File: config.mk
export PLATFORM = sky130hd
export DESIGN_NAME = request_fifo
export DESIGN_NICKNAME = d
export VERILOG_FILES = /design/src/design/cache_pkg.sv /design/src/design/request_fifo.sv
export SDC_FILE = /design/constraint.sdc
export NUM_CORES = 1
export LEC_CHECK = 0
export BUFFER_PORTS_ARGS = -buffer_cell sky130_fd_sc_hd__buf_2
export CAP_MARGIN = 20
export CORE_ASPECT_RATIO = 1.5
export CORE_MARGIN = 2
export CORE_UTILIZATION = 60
export CTS_BUF_LIST = sky130_fd_sc_hd__clkbuf_4 sky130_fd_sc_hd__clkbuf_8 sky130_fd_sc_hd__clkbuf_16
export CTS_CLUSTER_SIZE = 40
export DETAILED_ROUTE_END_ITERATION = 7
export MAX_ROUTING_LAYER = met4
export PLACE_DENSITY = 0.77
export SLEW_MARGIN = 20
export SYNTH_ARGS = -nofsm -noshare
export SYNTH_HDL_FRONTEND = slang
export SYNTH_SLANG_ARGS = --single-unit
export TNS_END_PERCENT = 100
File: constraint.sdc
create_clock -name ap_clk -period 7.15 [get_ports ap_clk]
set_input_delay 0.715 -clock ap_clk [delete_from_list [all_inputs] [get_ports ap_clk]]
set_output_delay 0.715 -clock ap_clk [all_outputs]
set_load 0.1 [all_outputs]
File: src/design/cache_pkg.sv
// Shared widths, command codes and bus structs, imported by every cache request generator block
package cache_pkg;

  // --------------------------------------
  // Sizes
  // --------------------------------------
  localparam int num_requestors = 2;
  localparam int source_w       = (num_requestors > 1) ? $clog2(num_requestors) : 1;
  localparam int addr_w         = 32;
  localparam int data_w         = 32;
  localparam int strb_w         = data_w / 8;
  localparam int num_buffers    = 8;

  // Request FIFO geometry
  localparam int fifo_depth     = 16;
  localparam int prog_thresh    = 12;
  localparam int ptr_w          = $clog2(fifo_depth);
  localparam int count_w        = $clog2(fifo_depth + 1);

  // Grant round trip through the requestor, in arbiter decisions
  // Covers grant reg, top-level grant reg and requestor input reg
  localparam int grant_mask_depth = 3;

  // --------------------------------------
  // Command codes
  // --------------------------------------
  typedef enum logic [2:0] {
    cmd_invalid      = 3'd0,
    cmd_mem_read     = 3'd1,
    cmd_mem_write    = 3'd2,
    cmd_mem_response = 3'd3,
    cmd_engine       = 3'd4
  } cmd_t;

  // --------------------------------------
  // Buses
  // --------------------------------------
  // Generic packet from an engine requestor
  typedef struct packed {
    logic                   valid;
    logic [source_w-1:0]    source_id;
    cmd_t                   cmd;
    logic [num_buffers-1:0] id_buffer;   // one-hot buffer select
    logic [addr_w-1:0]      offset;
    logic [data_w-1:0]      data;
  } mem_packet_t;

  // Base addresses, buffer_0 is the fallback
  typedef struct packed {
    logic              valid;
    logic [addr_w-1:0] buffer_0;
    logic [addr_w-1:0] buffer_1;
    logic [addr_w-1:0] buffer_2;
    logic [addr_w-1:0] buffer_3;
    logic [addr_w-1:0] buffer_4;
    logic [addr_w-1:0] buffer_5;
    logic [addr_w-1:0] buffer_6;
    logic [addr_w-1:0] buffer_7;
    logic [addr_w-1:0] buffer_8;
  } kernel_descriptor_t;

  // Request as seen by the cache front end
  typedef struct packed {
    logic [source_w-1:0] source_id;
    cmd_t                cmd;
    logic [addr_w-1:0]   addr;
    logic [data_w-1:0]   wdata;
    logic [strb_w-1:0]   wstrb;
  } cache_request_t;

  typedef struct packed {
    logic full;
    logic prog_full;
    logic empty;
  } fifo_status_t;

endpackage
File: src/design/request_fifo.sv
// Inferred synchronous FIFO holding cache requests until the cache front end pops them
`timescale 1ns/100ps

module request_fifo (
  input  logic                      ap_clk,
  input  logic                      areset_control,
  input  logic                      push,
  input  cache_pkg::cache_request_t din,
  input  logic                      pop,
  output cache_pkg::cache_request_t dout,
  output logic                      dout_valid,
  output cache_pkg::fifo_status_t   status,
  output logic                      setup
);
  import cache_pkg::*;

  cache_request_t     mem [fifo_depth];
  logic [ptr_w-1:0]   wr_ptr;
  logic [ptr_w-1:0]   rd_ptr;
  logic [count_w-1:0] count;
  logic               push_ok;
  logic               pop_ok;

  // Status lags count by a cycle, so guard on count itself
  assign push_ok = push & (count != count_w'(fifo_depth));
  assign pop_ok  = pop & (count != '0);

  // --------------------------------------
  // Storage and read port
  // --------------------------------------
  always_ff @(posedge ap_clk) begin
    if (push_ok) begin
      mem[wr_ptr] <= din;
    end
    if (pop_ok) begin
      dout <= mem[rd_ptr];
    end
  end

  // --------------------------------------
  // Pointers and occupancy
  // --------------------------------------
  always_ff @(posedge ap_clk) begin
    if (areset_control) begin
      wr_ptr <= '0;
      rd_ptr <= '0;
      count  <= '0;
    end else begin
      if (push_ok) begin
        wr_ptr <= (wr_ptr == ptr_w'(fifo_depth - 1)) ? '0 : wr_ptr + 1'b1;
      end
      if (pop_ok) begin
        rd_ptr <= (rd_ptr == ptr_w'(fifo_depth - 1)) ? '0 : rd_ptr + 1'b1;
      end
      case ({push_ok, pop_ok})
        2'b10:   count <= count + 1'b1;
        2'b01:   count <= count - 1'b1;
        default: count <= count;
      endcase
    end
  end

  // Flags, read valid and setup level
  always_ff @(posedge ap_clk) begin
    if (areset_control) begin
      status.full      <= 1'b0;
      status.prog_full <= 1'b0;
      status.empty     <= 1'b1;
      dout_valid       <= 1'b0;
      setup            <= 1'b1;
    end else begin
      status.full      <= (count == count_w'(fifo_depth));
      status.prog_full <= (count >= count_w'(prog_thresh));
      status.empty     <= (count == '0);
      dout_valid       <= pop_ok;
      // Pointers are clear by now
      setup            <= 1'b0;
    end
  end

endmodule

* After elaboration in Yosys (flattened, before gate mapping)
Memory sizes are Yosys's and may differ from the RTL's. A register that Yosys moved wholly into a read port is not among the register bits.
Index checks and enable logic that the tools add are counted.
** Storage, ports and cells
- RAM bits :: 1152
- Output and inout bits :: 77
- Input port bits :: 76
- Memories kept :: 1
- Bits in registers :: 18
** Memories
- mem :: words 16, bits a word 72, read ports 1, clocked after Yosys merged registers in 1, write ports 1, RTL line request_fifo.sv:17 : cache_request_t mem [fifo_depth];
** Cells by class
- Multiplexer cells :: 6
- Reduce and logical (&&, ||, !) cells :: 3
- Equality and inequality tests :: 6
- Add/subtract/negate cells :: 4
- Magnitude comparators :: 1
- Bitwise gates (word level) :: 2
** Operators with widths (count)
- one-hot mux 5 bit (2 select lines) :: 1
- adder 4 x 1 -> 4 bit, second input constant :: 2
- == test 4 bit, second input constant :: 2
- 2-to-1 mux 4 bit :: 2
- adder 5 x 1 -> 5 bit, second input constant :: 1
- == test 5 bit, second input constant :: 1
- greater-or-equal comparator 5 x 4 -> 1 bit, second input constant :: 1
- logical NOT 5 bit :: 1
- != test 5 bit, second input constant :: 1
- nonzero test 5 bit :: 1
- subtractor 5 x 1 -> 5 bit, second input constant :: 1
- 2-to-1 mux 1 bit :: 3
- bitwise AND 1 bit :: 2
- == test 2 x 1 -> 1 bit, second input constant :: 1
- == test 2 bit, second input constant :: 1
- nonzero test 2 bit :: 1

* Logic depth before layout (Yosys ltp)
- Depth in word-level cells :: 4
- Depth in mapped cells :: 12

* Worst setup path before layout
OpenSTA, ideal clock, no wires.
- Kind :: in2reg
- From :: in push
- To :: mem mem[0][0] (netlist bit) (enable)
- Setup time :: 0.591 ns
- Required time :: 6.559 ns
- Path buffers :: 1
- Stages :: 4
- Data arrival time :: 5.940 ns
- Setup slack :: 0.620 ns
- Path through :: o21a_1 > buf_6 > nand2_1 > nor3_1
** Between the ends
- Cells in the longest elaborated chain, start to end :: 3
** RTL lines
- start: declaration :: RTL line request_fifo.sv:7 : input logic push,
- bitwise AND 1 bit :: RTL line request_fifo.sv:25 : assign push_ok = push & (count != count_w'(fifo_depth));
- 2-to-1 mux 1 bit :: RTL line request_fifo.sv:32 : if (push_ok) begin
- 2-to-1 mux 1 bit (not written as such) :: RTL line request_fifo.sv:33 : mem[wr_ptr] <= din;
- end: declaration :: RTL line request_fifo.sv:17
No other way between the ends.

* Final worst setup path
- From :: reg count[1]
- To :: mem mem[14][16] (netlist bit) (enable)
** Between the ends
- Cells in the longest elaborated chain, start to end :: 4
** RTL lines
- start: declaration :: RTL line request_fifo.sv:20 : logic [count_w-1:0] count;
- start signal: assignment :: RTL line request_fifo.sv:56 : 2'b10: count <= count + 1'b1;
- start signal: assignment :: RTL line request_fifo.sv:57 : 2'b01: count <= count - 1'b1;
- start signal: assignment :: RTL line request_fifo.sv:58 : default: count <= count;
- != test 5 bit :: RTL line request_fifo.sv:25
- bitwise AND 1 bit :: RTL line request_fifo.sv:25
- 2-to-1 mux 1 bit :: RTL line request_fifo.sv:32
- 2-to-1 mux 1 bit (not written as such) :: RTL line request_fifo.sv:33
No other way between the ends.

==> run summary <==
largest stage delay on the critical path - 0.84 ns
H-tree levels - 3
area grow syn2layout - 12.39%
Vias - 21440
Worst Path Required - 7.44 ns
worst hold start - pop
internal cell power - 13300 uW
NumNets Final - 2231
power density cells - 363.6 nW/um^2
vias per inst - 6.603
Arr. time, crit path - 3.77 ns
antenna viol nets, final - 0
grt ovf - 0
total CTS buffers - 105
Worst Hold End - dout_valid$_SDFF_PP0_
routability cong. - 0.7519
PortBufs - 152
Max clock buf depth - 3
Starting DRT DRC Count - 2563
Yosys warnings - 0
final setup margin - 3.667 ns
Slew headroom - 24.97%
Post-synth EDFFs - 1224
hold_buf cts - 0
worst slack at placement - 3.478 ns
worst-margin pin slew - 1.125 ns
power share of the clock group - 31.5%
Clock Skew - 0.02616 ns
initial antenna violation count - 7
Initial Util - 60.46%
DRC errors left - 0
Sw Share - 29.35%
hold path cells - 3
Clock Pin Slew Worst Setup and Hold Paths - 0.06 ns
Rows - 124
fin. max-slew vios - 0
syn avg cell area - 23.62 um^2
synth top area cells - edfxtp_1 80%, mux4_2 14%, a22oi_1 2.3%
Max Fclk - 0.2871 GHz
Die H - 343.3 um
P_leak - 0.01626 uW
met1 Use GR - 34.69%
M2 GR Usage - 44.23%
reg-to-reg endpoint - mem[14][16]$_DFFE_PP_
Post-synth ARST share - 0%
maximum vdd drop - 235.9 uV
overall routing resource usage - 26.66%
R2R Path Start - count[1]$_SDFFE_PP0P_
count of cell types in the netlist - 36
total negative setup slack - 0 ns
Resized Gates After CTS - 0
share of the synthesized area in the top cell type - 79.80%
R2R cell count - 5
Syn Nets - 2036
Post-Syn Instances - 1950
Horiz. Die Dim - 230.2 um
routed wire length per instance - 31.09 um
Slowest cell on crit path - nor2_4
GR peak layer - met2
WS Path Type - reg -> reg
clk sinks - 1242
R2R Setup Slk - 3.67 ns
largest area contributor in the netlist - edfxtp_1
first-pass GRT wire length - 148600 um
M3 GR Usage - 4.037%
core box area - 76180 um^2
Main synth FF type - edfxtp_1
crit path max fanout - 46
Hold Vio Cnt, Final - 0
fraction of layout cells with a size suffix above 1 - 30.30%
status - completed
Clock Latency Late Sink - 0.68 ns
#FFs+latches synth - 1242
Post-Route WL - 101000 um
element type at the critical path start - register
Hold Path Class - in -> reg
setup bufs post-CTS - 0
setup repair after global routing missed its margin - false
io pins - 153
Cell Area, Synth - 46060 um^2
sequential group share of total power - 46.3%
largest net degree at the start of global routing - 127
Tcrit/Tclk final - 48.71%
vias in the first global route - 22660
hpwl dp - 48690 um
fin crit period - 3.483 ns
Logic pwr share - 22.2%
# setup viols final - 0
clk root buf - clkbuf_16
CP cell instances - or4_1, o21a_1, nand2_1, nor2_4, buf_4
switching power - 5525 uW
CTS tree - built
endpoint type of the worst setup path - register
drt pass-1 iters - 5
Seq/Total Area, Yosys - 80.58%
full die area - 79050 um^2
max_cap viols - 0
==> critical path, delay by kind of cell, from the launching register on <==
kind	cells	cell delay [ns]
and+or+nand+nor	3	1.43
buffers and inverters	1	0.81
DFF	1	0.40
AOI/OAI and AO/OA	1	0.38
==> placed cells by master, fill, tap and decap left out, types with 4 or more instances in the layout <==
cell	instances
a21oi_1	7
a22oi_1	144
buf_12	6
buf_2	152
buf_4	32
bufinv_16	16
clkbuf_16	107
clkbuf_4	17
clkinv_1	23
clkinv_2	18
clkinvlp_4	5
dfxtp_1	16
diode_2	8
edfxtp_1	1224
ha_1	9
inv_1	8
mux2i_1	6
mux4_2	288
nand2_1	77
nand2b_1	4
nor2_1	20
nor2_4	13
nor3_2	4
xor2_1	4
==> power groups by stage <==
stage,clock network [uW],logic [uW],registers [uW]
floorplan,0,2190,10000
global placement,0,4090,8870
detailed placement,0,4170,8880
CTS,5990,4220,8730
global route,6230,4390,8760
finish,5930,4170,8720
==> registers in the layout (all words and copies together), names as in the netlist <==
name	flops
count	5
dout_valid	1
mem	1152
rd_ptr	4
wr_ptr	4
setup	1
dout	72
status	3
==> synth_stat cells (all sizes together), types with 4 or more instances <==
master / instances
inv: 8
ha: 9
nor3: 4
nand2: 77
edfxtp: 1224
xor2: 4
mux4: 288
a22oi: 144
buf: 46
mux2i: 6
nand2b: 4
dfxtp: 18
nor2: 33
a21oi: 7
clkbuf: 57
==> cell type report <==
cell class | instances | area [um^2]
inverter | 8 | 30.03
antenna | 8 | 20.02
multi-input combinational | 597 | 8596
clock buffer | 124 | 2805
clock inverter | 69 | 782.0
timing repair buffer | 191 | 1149
sequential | 1242 | 37120
tap | 1008 | 1261
fill | 4441 | 24410
==> through the flow <==
stage | total power [uW] | std cells | hold slack, ns | area, um^2 | utilization [%]
after global routing | 19380 | 3246 | 0.2925 | 51760 | 67.95
after detailed placement | 13050 | 3043 | 0.5585 | 48090 | 63.13
after floorplan | 12210 | 1950 | 0.5018 | 46060 | -
after CTS | 18940 | 3236 | 0.2754 | 51680 | 67.84
after global placement | 12960 | 3042 | 0.5350 | 48070 | 63.10
final | 18820 | 3247 | 0.3144 | 51770 | 67.95
==> cell families (layout without fill, tap and decap cells) <==
logic type,count (synthesis),after routing,share of synthesized area (%)
flops,1242,1242,80.58
mux,294,294,14.21
compound gates,163,163,2.662
simple gates,126,126,1.114
buf+inv,111,392,1.068
fa+ha+maj,10,10,0.2879
xor+xnor,4,4,0.07605
other cells,0,8,0
==> worst max path at each step <==
stage	from	end	slack, ns
floorplan	push	mem[0][0]$_DFFE_PP_	0.62
global placement	push	mem[12][22]$_DFFE_PP_	3.57
detailed placement	push	mem[12][22]$_DFFE_PP_	3.48
CTS	count[1]$_SDFFE_PP0P_	mem[12][23]$_DFFE_PP_	3.56
global route	count[1]$_SDFFE_PP0P_	mem[14][15]$_DFFE_PP_	3.46
finish	count[1]$_SDFFE_PP0P_	mem[14][16]$_DFFE_PP_	3.67
==> layer usage <==
metal,share of wire (%),vias up
met5,0,-
met4,2.6,0
met3,7.7,173
met2,53,1156
met1,37,11410
li1,-,8697
Note: power is estimated with default switching activity, not from simulation.
