File: src/design/cache_pkg.sv
// Shared widths, command codes and bus structs, imported by every cache request generator block
package cache_pkg;

  // --------------------------------------
  // Sizes
  // --------------------------------------
  localparam int num_requestors = 2;
  localparam int source_w       = (num_requestors > 1) ? $clog2(num_requestors) : 1;
  localparam int addr_w         = 32;
  localparam int data_w         = 32;
  localparam int strb_w         = data_w / 8;
  localparam int num_buffers    = 8;

  // Request FIFO geometry
  localparam int fifo_depth     = 16;
  localparam int prog_thresh    = 12;
  localparam int ptr_w          = $clog2(fifo_depth);
  localparam int count_w        = $clog2(fifo_depth + 1);

  // Grant round trip through the requestor, in arbiter decisions
  // Covers grant reg, top-level grant reg and requestor input reg
  localparam int grant_mask_depth = 3;

  // --------------------------------------
  // Command codes
  // --------------------------------------
  typedef enum logic [2:0] {
    cmd_invalid      = 3'd0,
    cmd_mem_read     = 3'd1,
    cmd_mem_write    = 3'd2,
    cmd_mem_response = 3'd3,
    cmd_engine       = 3'd4
  } cmd_t;

  // --------------------------------------
  // Buses
  // --------------------------------------
  // Generic packet from an engine requestor
  typedef struct packed {
    logic                   valid;
    logic [source_w-1:0]    source_id;
    cmd_t                   cmd;
    logic [num_buffers-1:0] id_buffer;   // one-hot buffer select
    logic [addr_w-1:0]      offset;
    logic [data_w-1:0]      data;
  } mem_packet_t;

  // Base addresses, buffer_0 is the fallback
  typedef struct packed {
    logic              valid;
    logic [addr_w-1:0] buffer_0;
    logic [addr_w-1:0] buffer_1;
    logic [addr_w-1:0] buffer_2;
    logic [addr_w-1:0] buffer_3;
    logic [addr_w-1:0] buffer_4;
    logic [addr_w-1:0] buffer_5;
    logic [addr_w-1:0] buffer_6;
    logic [addr_w-1:0] buffer_7;
    logic [addr_w-1:0] buffer_8;
  } kernel_descriptor_t;

  // Request as seen by the cache front end
  typedef struct packed {
    logic [source_w-1:0] source_id;
    cmd_t                cmd;
    logic [addr_w-1:0]   addr;
    logic [data_w-1:0]   wdata;
    logic [strb_w-1:0]   wstrb;
  } cache_request_t;

  typedef struct packed {
    logic full;
    logic prog_full;
    logic empty;
  } fifo_status_t;

endpackage
File: src/design/request_address_decode.sv
// Address decode stage that turns a granted packet into a filtered, registered cache request
`timescale 1ns/100ps

module request_address_decode (
  input  logic                          ap_clk,
  input  logic                          areset_control,
  input  cache_pkg::kernel_descriptor_t descriptor,
  input  cache_pkg::mem_packet_t        arb_packet,
  output cache_pkg::cache_request_t     dec_request,
  output logic                          dec_push
);
  import cache_pkg::*;

  logic [addr_w-1:0] address_base;
  cache_request_t    request_comb;
  logic              is_mem_cmd;
  logic              push_comb;

  // --------------------------------------
  // Base address select
  // --------------------------------------
  // Bit k of id_buffer picks buffer_(k+1)
  always_comb begin
    case (arb_packet.id_buffer)
      8'b0000_0001: address_base = descriptor.buffer_1;
      8'b0000_0010: address_base = descriptor.buffer_2;
      8'b0000_0100: address_base = descriptor.buffer_3;
      8'b0000_1000: address_base = descriptor.buffer_4;
      8'b0001_0000: address_base = descriptor.buffer_5;
      8'b0010_0000: address_base = descriptor.buffer_6;
      8'b0100_0000: address_base = descriptor.buffer_7;
      8'b1000_0000: address_base = descriptor.buffer_8;
      // Zero or several bits set
      default:      address_base = descriptor.buffer_0;
    endcase
  end

  // --------------------------------------
  // Request build
  // --------------------------------------
  always_comb begin
    request_comb.source_id = arb_packet.source_id;
    request_comb.cmd       = arb_packet.cmd;
    request_comb.addr      = address_base + arb_packet.offset;
    request_comb.wdata     = arb_packet.data;
    // Full-word strobe for writes only
    if (arb_packet.cmd == cmd_mem_write) begin
      request_comb.wstrb = {strb_w{1'b1}};
    end else begin
      request_comb.wstrb = '0;
    end
  end

  // Responses, engine and invalid commands are dropped here
  assign is_mem_cmd = (arb_packet.cmd == cmd_mem_read) | (arb_packet.cmd == cmd_mem_write);
  assign push_comb  = arb_packet.valid & descriptor.valid & is_mem_cmd;

  // Output register
  always_ff @(posedge ap_clk) begin
    dec_request <= request_comb;
    if (areset_control) begin
      dec_push <= 1'b0;
    end else begin
      dec_push <= push_comb;
    end
  end

endmodule

File: config.mk
export PLATFORM = sky130hd
export DESIGN_NAME = request_address_decode
export DESIGN_NICKNAME = d
export VERILOG_FILES = /design/src/design/cache_pkg.sv /design/src/design/request_address_decode.sv
export SDC_FILE = /design/constraint.sdc
export NUM_CORES = 1
export LEC_CHECK = 0
export ABC_AREA = 1
export BUFFER_PORTS_ARGS = -buffer_cell sky130_fd_sc_hd__clkbuf_2
export CORE_AREA = 2 2 173 175
export DETAILED_ROUTE_END_ITERATION = 8
export DIE_AREA = 0 0 175 177
export HOLD_SLACK_MARGIN = 0.03
export PLACE_DENSITY = 0.54
export SETUP_SLACK_MARGIN = 0.15
export SLEW_MARGIN = 20
export SYNTH_ARGS = -nofsm -noshare
export SYNTH_HDL_FRONTEND = slang
export SYNTH_SLANG_ARGS = --single-unit
File: constraint.sdc
create_clock -name ap_clk -period 5.09 [get_ports ap_clk]
set_input_delay 0.509 -clock ap_clk [delete_from_list [all_inputs] [get_ports ap_clk]]
set_output_delay 0.509 -clock ap_clk [all_outputs]
set_load 0.05 [all_outputs]
Yosys cells after proc, flatten, opt, wreduce, memory -nomap -nowiden
Index checks and enable logic that the tools add are counted. Widths: inputs -> output; s select.

Div/mod/pow operators: 0. Shift operators: 0. Reduce and logical (&&, ||, !) cells: 0. $add $sub $neg: 1. Eq/ne operators: 10. $lt $le $gt $ge: 0. Multiply operators: 0. Muxes and demuxes: 2. Bitwise operators: 3.

Operators by type and width (count): $pmux 32 s8 (1); $add 32x32->32 (1); $eq 8x1->1 const B (1); $eq 8x2->1 const B (1); $eq 8x3->1 const B (1); $eq 8x4->1 const B (1); $eq 8x5->1 const B (1); $eq 8x6->1 const B (1); $eq 8x7->1 const B (1); $eq 8x8->1 const B (1); $mux 4 (1); $eq 3x1->1 const B (1); $eq 3x2->1 const B (1); $and 1x1->1 (2); $or 1x1->1 (1).

Memory bits (read-only): 0. Output and inout port bits: 73. Bits of input ports: 368. Bits in writable memories: 0. Latch bits: 0. Word-level logic and storage cells: 22. Memories kept: 0. Bits in registers: 73.

Logic depth before layout (Yosys ltp)
Gate-level depths: netlist of run 1.

Depth in word-level cells: 3. Mapped depth: 24. Gate-level depth less buffers: 22.

Worst setup path before layout of run 1
Ideal clock, no wire load.

Path type: input-to-reg. Start: input port arb_packet[71] in the netlist's numbering. End: register dec_request[62] in the netlist's numbering. Required time: 4.978 ns. Setup slack: 2.136 ns. Arrival time: 2.842 ns. Cell stages on the path: 23. Setup time: 0.112 ns. Buffers on the path: 2. Cell sequence: inv_2 > nand2_4 > nor2_4 > buf_6 > nand2_1 > nand2_2 > nor2_4 > nand2_4 > buf_6 > nand3_1 > o21ai_1 > inv_1 > ha_1 > fa_1 > nand3_1 > nand2_1 > nand3_1 > nand2_1 > a21o_1 > nand3_1 > nand2_1 > nand2_1 > nand2_1.

RTL lines: start, declared (RTL line request_address_decode.sv:8) `input cache_pkg::mem_packet_t arb_packet,`; end signal, assigned (RTL line request_address_decode.sv:60) `dec_request <= request_comb;`; end, declared (RTL line request_address_decode.sv:9) `output cache_pkg::cache_request_t dec_request,`.

==> results of run 1 <==
path summary, 6_finish.rpt:
path,slack [ns],to,cells past startpoint
setup / recovery,1.45,dec_request[58],21
hold / removal,0.27,dec_request[25],1
per-stage QoR:
step           power (mW)  instance area (µm²)  util (%)  cells  setup WS (ns)
2_1_floorplan        1.25                 6420         -   1072           2.14
3_3_place_gp         1.61                 8910      30.5   1866           1.13
3_5_place_dp         1.60                 8910      30.5   1866           1.10
4_1_cts              2.27                 9210      31.5   1882           1.47
5_1_grt              2.36                 9220      31.5   1884           1.11
6_report             2.23                 9220      31.5   1885           1.45
cells in the mapped netlist (all sizes together), types with 9 or more instances:
library cell / number / area [µm²]
dfxtp: 70 / 1400
a21oi: 38 / 190
o21ai: 102 / 514
buf: 36 / 255
inv: 156 / 586
nor2: 119 / 497
xor2: 18 / 158
nand2: 195 / 767
ha: 31 / 388
nand3: 240 / 1240
clkbuf: 14 / 52.6
nand4: 9 / 56.3
power by group through the flow:
stage               sequential (mW)  combinational, mW  clock (mW)
finish                        0.663              0.921       0.649
global route                  0.672              0.996       0.688
CTS                           0.668              0.927       0.676
detailed placement            0.680              0.924           0
global placement              0.679              0.927           0
floorplan                     0.949              0.300           0
layer usage:
metal / wire, µm / GRT usage [%]
met1: 14400 / 25.9
met2: 17900 / 41.7
met3: 2310 / 3.99
met4: 991 / 7.88
met5: 28 / 0
final cells by class:
cell class / count / area (µm²) / area share, %
multi-input cells: 796 / 4120 / 44.7
clock inverters: 7 / 82.6 / 0.896
clock buffers: 9 / 225 / 2.44
well taps: 390 / 488 / 5.29
inverters: 156 / 586 / 6.35
flip-flops and latches: 70 / 1400 / 15.2
diodes: 3 / 7.51 / 0.0814
repair buffers: 454 / 2310 / 25.0
cells by family (layout without fill, tap and decap cells):
| logic type | Yosys count | in the layout | share of synthesized area [%] |
|---|---|---|---|
| AOI/OAI and AO/OA | 168 | 168 | 14.0 |
| xor gates and xnor gates | 21 | 21 | 2.87 |
| adders and majority gates | 32 | 32 | 6.36 |
| buffers and inverters | 206 | 626 | 13.9 |
| DFF | 70 | 70 | 21.8 |
| other | 0 | 3 | 0 |
| and+or+nand+nor | 575 | 575 | 41.0 |
worst max-delay path: stages:
cell and delay [ns]:
clkbuf_2 0.10, inv_2 0.06, nand2_1 0.08, nor2_4 0.38, nand2_2 0.10, nand2_1 0.08
nor2_2 0.06, nand2_4 0.38, buf_4 0.37, nand3_2 0.11, o21ai_1 0.08, inv_1 0.05
ha_1 0.40, nand2_1 0.12, nor2_1 0.15, inv_1 0.07, nor3_1 0.25, a21boi_0 0.29
nor2_1 0.07, nand2_1 0.06, nand2_1 0.06
flip-flops by register name, summed over array words and instances (netlist names):
signal,flops
dec_push,1
dec_request,69
==> results.tsv, run 1 <==
stage	metric	value	unit
global_routing	track_usage	22.5	%
synthesis	synth_area	6420	µm²
timing	setup_tns	0	ns
timing	fin_crit	3.64	ns
clock_network	cts_buffer_depth	2	
drt	routedWlPerCell	18.9	µm
flow_run	cap_violations	0	
synthesis	yosysUniqueCellTypes	35	
die	row_count	63	
die	core	29200	µm²
timing	period_share	71.5	%
synthesis	synthCells	1072	
synthesis	synth_nets	1472	
global_routing	grt_pass1_vias	8536	
power	power_switching	0.937	mW
power	power.density	242	nW/µm²
power	p_comb_share	41.3	%
power	seq_power_share	29.7	%
final_layout	fin_nets	1887	
synthesis	synth-seq-cells	70	
die	start_util	21.9	%
synthesis	synth_edf_count	0	
die	design.die.area	31000	µm²
timing	hold_violations	0	
placement	globalplace.congestion	0.940	
timing	relSlewSlack	43.8	%
power	p_leak	5.12	nW
setup_path	cp.required	5.32	ns
final_layout	final_cell_mix	440 x clkbuf_2, 232 x nand3_1, 185 x nand2_1	
setup_path	worstSetupEndpointType	flop	
drt	drc	0	
synthesis	avgSynthCellArea	5.99	µm²
placement	io_buffers	440	
clock_network	htree_levels	3	
global_routing	antenna_found_initial	5	
clock_network	root_buffer	clkbuf_16	
drt	drtIter0Drc	386	
power	peakVddDrop	0.121	mV
drt	routed_via_density	4.57	
die	pin_count	441	
drt	detailroute.via_count	8616	
synthesis	async_reset_ff_share	0	%
power	clock_power_share	29.1	%
status	status	complete, no violations	
worst_hold_path	hp-class	input pin to flop	
drt	drtAntennaViolNets	0	
timing	grt_setup_unrepaired	no	
clock_network	numCtsBuffers	9	
timing	drv_slew	0	
die	fp.dieH	177	µm
timing	timing.fmax	275	MHz
clock_network	cts_sinks	70	
global_routing	grt_max_degree	91	
worst_hold_path	hp-start	arb_packet[21]	
timing	worstMarginPinSlew	0.843	ns
setup_path	arrival	3.87	ns
timing	hold_ws	0.267	ns
placement	dp_hpwl	31.3	mm
global_routing	grt_pass1_wl	50.8	mm
power	p_int	1.30	mW
clock_network	clkTransAtPathRegs	0.06	ns
clock_network	cts_tree	yes	
drt	wl	35.6	mm
die	die-width	175	µm
setup_path	critical_path_class	input pin to flop	
final_layout	drive_gt1_share	34.2	%
synthesis	synth_ff_type	dfxtp_1	
global_routing	grt_overflow	0	
clock_network	cts_repair_resize_count	0	
setup_path	cp_max_fo	45	
drt	drtPass1Iterations	5	
clock_network	cts_setup_buffers	0	
power	switching_share	41.9	%
clock_network	cts_hold_buf	0	
setup_path	critPathLaunchType	input pin	
setup_path	crit_start	arb_packet[69]	
timing	setup_viol	0	
final_layout	area_growth	43.7	%
final_layout	final_common_cell	clkbuf_2	
synthesis	ys_seq_area_share	21.8	%
synthesis	yosys_warnings	0	
final_layout	n_fill_cell	3361	
(Power assumes the default switching activity.)
==> run 2: changes to the inputs <==
- PLACE_DENSITY: 0.54 -> 0.56
- clock period: 5.09 -> 3.2 ns (I/O delays scaled with it)
==> results.tsv, run 2 (same netlist as run 1, synthesis figures left out) <==
stage	metric	value	unit
drt	drtIter0Drc	425	
die	die-width	175	µm
final_layout	fin_nets	2039	
setup_path	critical-path-top-delay-family	simple AND/OR/NAND/NOR gates	
setup_path	arrival	3.19	ns
die	core	29200	µm²
final_layout	drive_gt1_share	43.2	%
placement	postPlaceCellArea	10200	µm²
power	power.density	348	nW/µm²
setup_path	cp.required	3.48	ns
die	fp.dieH	177	µm
setup_path	cp_num_cells	19	
clock_network	clkTransAtPathRegs	0.06	ns
setup_path	critPathLaunchType	input pin	
drt	routed_via_density	4.49	
timing	relSlewSlack	69.7	%
timing	period_share	90.9	%
setup_path	cpPeakStageDelay	0.32	ns
global_routing	antenna_found_initial	5	
final_layout	regMostFlops	dec_request	
global_routing	grt_pass1_wl	53.0	mm
power	seq_power_share	28.2	%
setup_path	worstSetupEndpointType	flop	
global_routing	grt_pass1_vias	9264	
die	start_util	21.9	%
timing	fin_crit	2.91	ns
setup_path	crit_path_end	dec_request[47]	
placement	globalplace.congestion	0.969	
power	p_int	2.17	mW
drt	routedWlPerCell	17.9	µm
die	pin_count	441	
clock_network	root_buffer	clkbuf_16	
final_layout	final_common_cell	clkbuf_2	
setup_path	cpMaxStageDelayCell	o21ai_0	
global_routing	track_usage	23.1	%
worst_hold_path	hp-class	input pin to flop	
power	p_comb_share	45.5	%
timing	worstMarginPinSlew	0.450	ns
clock_network	numCtsBuffers	9	
timing	drv_slew	0	
global_routing	grt_max_degree	33	
setup_path	path_cells	clkbuf_2 > inv_2 > nand2_2 > nor2_4 > nand2_2 > buf_12 > o21ai_0 > nor2_1 > nand3_1 > o21ai_1 > inv_1 > ha_1 > a21oi_1 > nand2_1 > buf_4 > a21oi_4 > buf_4 > xnor2_1 > buf_4	
timing	hold_violations	0	
drt	detailroute.via_count	9152	
clock_network	cts_tree	yes	
final_layout	largestRegisters	dec_request (69), dec_push (1)	
global_routing	grt_overflow	0	
timing	setup_ws	0.292	ns
final_layout	stdcell_area	10700	µm²
placement	pre_cts_slack	-0.350	ns
drt	drtPass1Iterations	5	
timing	grt_setup_unrepaired	yes	
timing	setup_tns	0	ns
timing	timing.fmax	344	MHz
power	p_leak	5.93	nW
placement	dp_hpwl	32.8	mm
power	finalPower	3.72	mW
flow_run	cap_violations	0	
clock_network	htree_levels	3	
power	peakVddDrop	0.252	mV
die	row_count	63	
setup_path	crit_top_cell	buf_4	
final_layout	area_growth	67.0	%
setup_path	critical_path_class	input pin to flop	
drt	drtAntennaViolNets	0	
clock_network	cts_sinks	70	
die	design.die.area	31000	µm²
setup_path	cp_num_buf_inv	7	
setup_path	cp_max_fo	7	
status	status	complete, no violations	
timing	setup_viol	0	
final_layout	largest_reg_flops	69	
drt	wl	36.5	mm
setup_path	crit_start	arb_packet[66]	
drt	drc	0	
power	power_switching	1.56	mW
power	switching_share	41.8	%
power	clock_power_share	26.3	%
clock_network	cts_hold_buf	0	
placement	io_buffers	440	
clock_network	cts_buffer_depth	2	
final_layout	final_cell_mix	440 x clkbuf_2, 230 x nand3_1, 178 x nand2_1	
[run 2: cell types whose count changed in the layout (fill, tap and decap cells not counted), sizes merged]
cell | before | now
buf | 14 | 166
inv | 158 | 161
clkinv | 3 | 1
bufinv | 1 | 0
diode | 3 | 4
[run 2: timing repair]
action	CTS	global route
endpoints found under the setup margin	5	22
resized for setup	2	59
pin swaps	0	7
buffers inserted	0	1
[run 2: layout make-up]
| cell class | count | area (µm²) |
|---|---|---|
| well taps | 390 | 488 |
| fillers | 3260 | 18500 |
| flip-flops and latches | 70 | 1400 |
| multi-input cells | 796 | 4340 |
| clock buffers | 9 | 225 |
| repair buffers | 606 | 3610 |
| diodes | 4 | 10.0 |
| inverters | 156 | 586 |
| clock inverters | 7 | 65.1 |
[run 2: how the worst min path moves through the flow]
stage	start	endpoint	slack, ns	depth (start not counted)
after CTS	arb_packet[75]	dec_request[71]	0.06	1
after detailed placement	arb_packet[75]	dec_request[71]	0.42	1
after floorplan	arb_packet[6]	dec_request[10]	0.35	0
after global placement	arb_packet[75]	dec_request[71]	0.42	1
final	arb_packet[75]	dec_request[71]	0.08	1
after global routing	arb_packet[0]	dec_request[4]	0.06	1
[run 2: routing by layer]
layer  track usage (%)  up-vias  routed length [µm]
li1                  -     4666                   -
met1              26.6     4023               14700
met2              42.3      403               18000
met3              4.08       58                2430
met4              9.13        2                1290
met5                 0        -                  13
[run 2: power by group through the flow]
stage	sequential [mW]	combinational, mW	clock [mW]
CTS	1.05	1.66	1.01
global route	1.06	1.83	1.06
finish	1.05	1.70	0.978
global placement	1.07	1.66	0
detailed placement	1.07	1.66	0
floorplan	1.51	0.478	0
[run 2: metrics by stage]
step                      hold WS (ns)  instances  utilization [%]
after floorplan                  0.348       1072                -
after global placement           0.422       2017             34.8
after detailed placement         0.424       2017             34.8
after CTS                       0.0636       2033             35.9
after global routing            0.0611       2037             36.6
final                           0.0799       2038             36.6
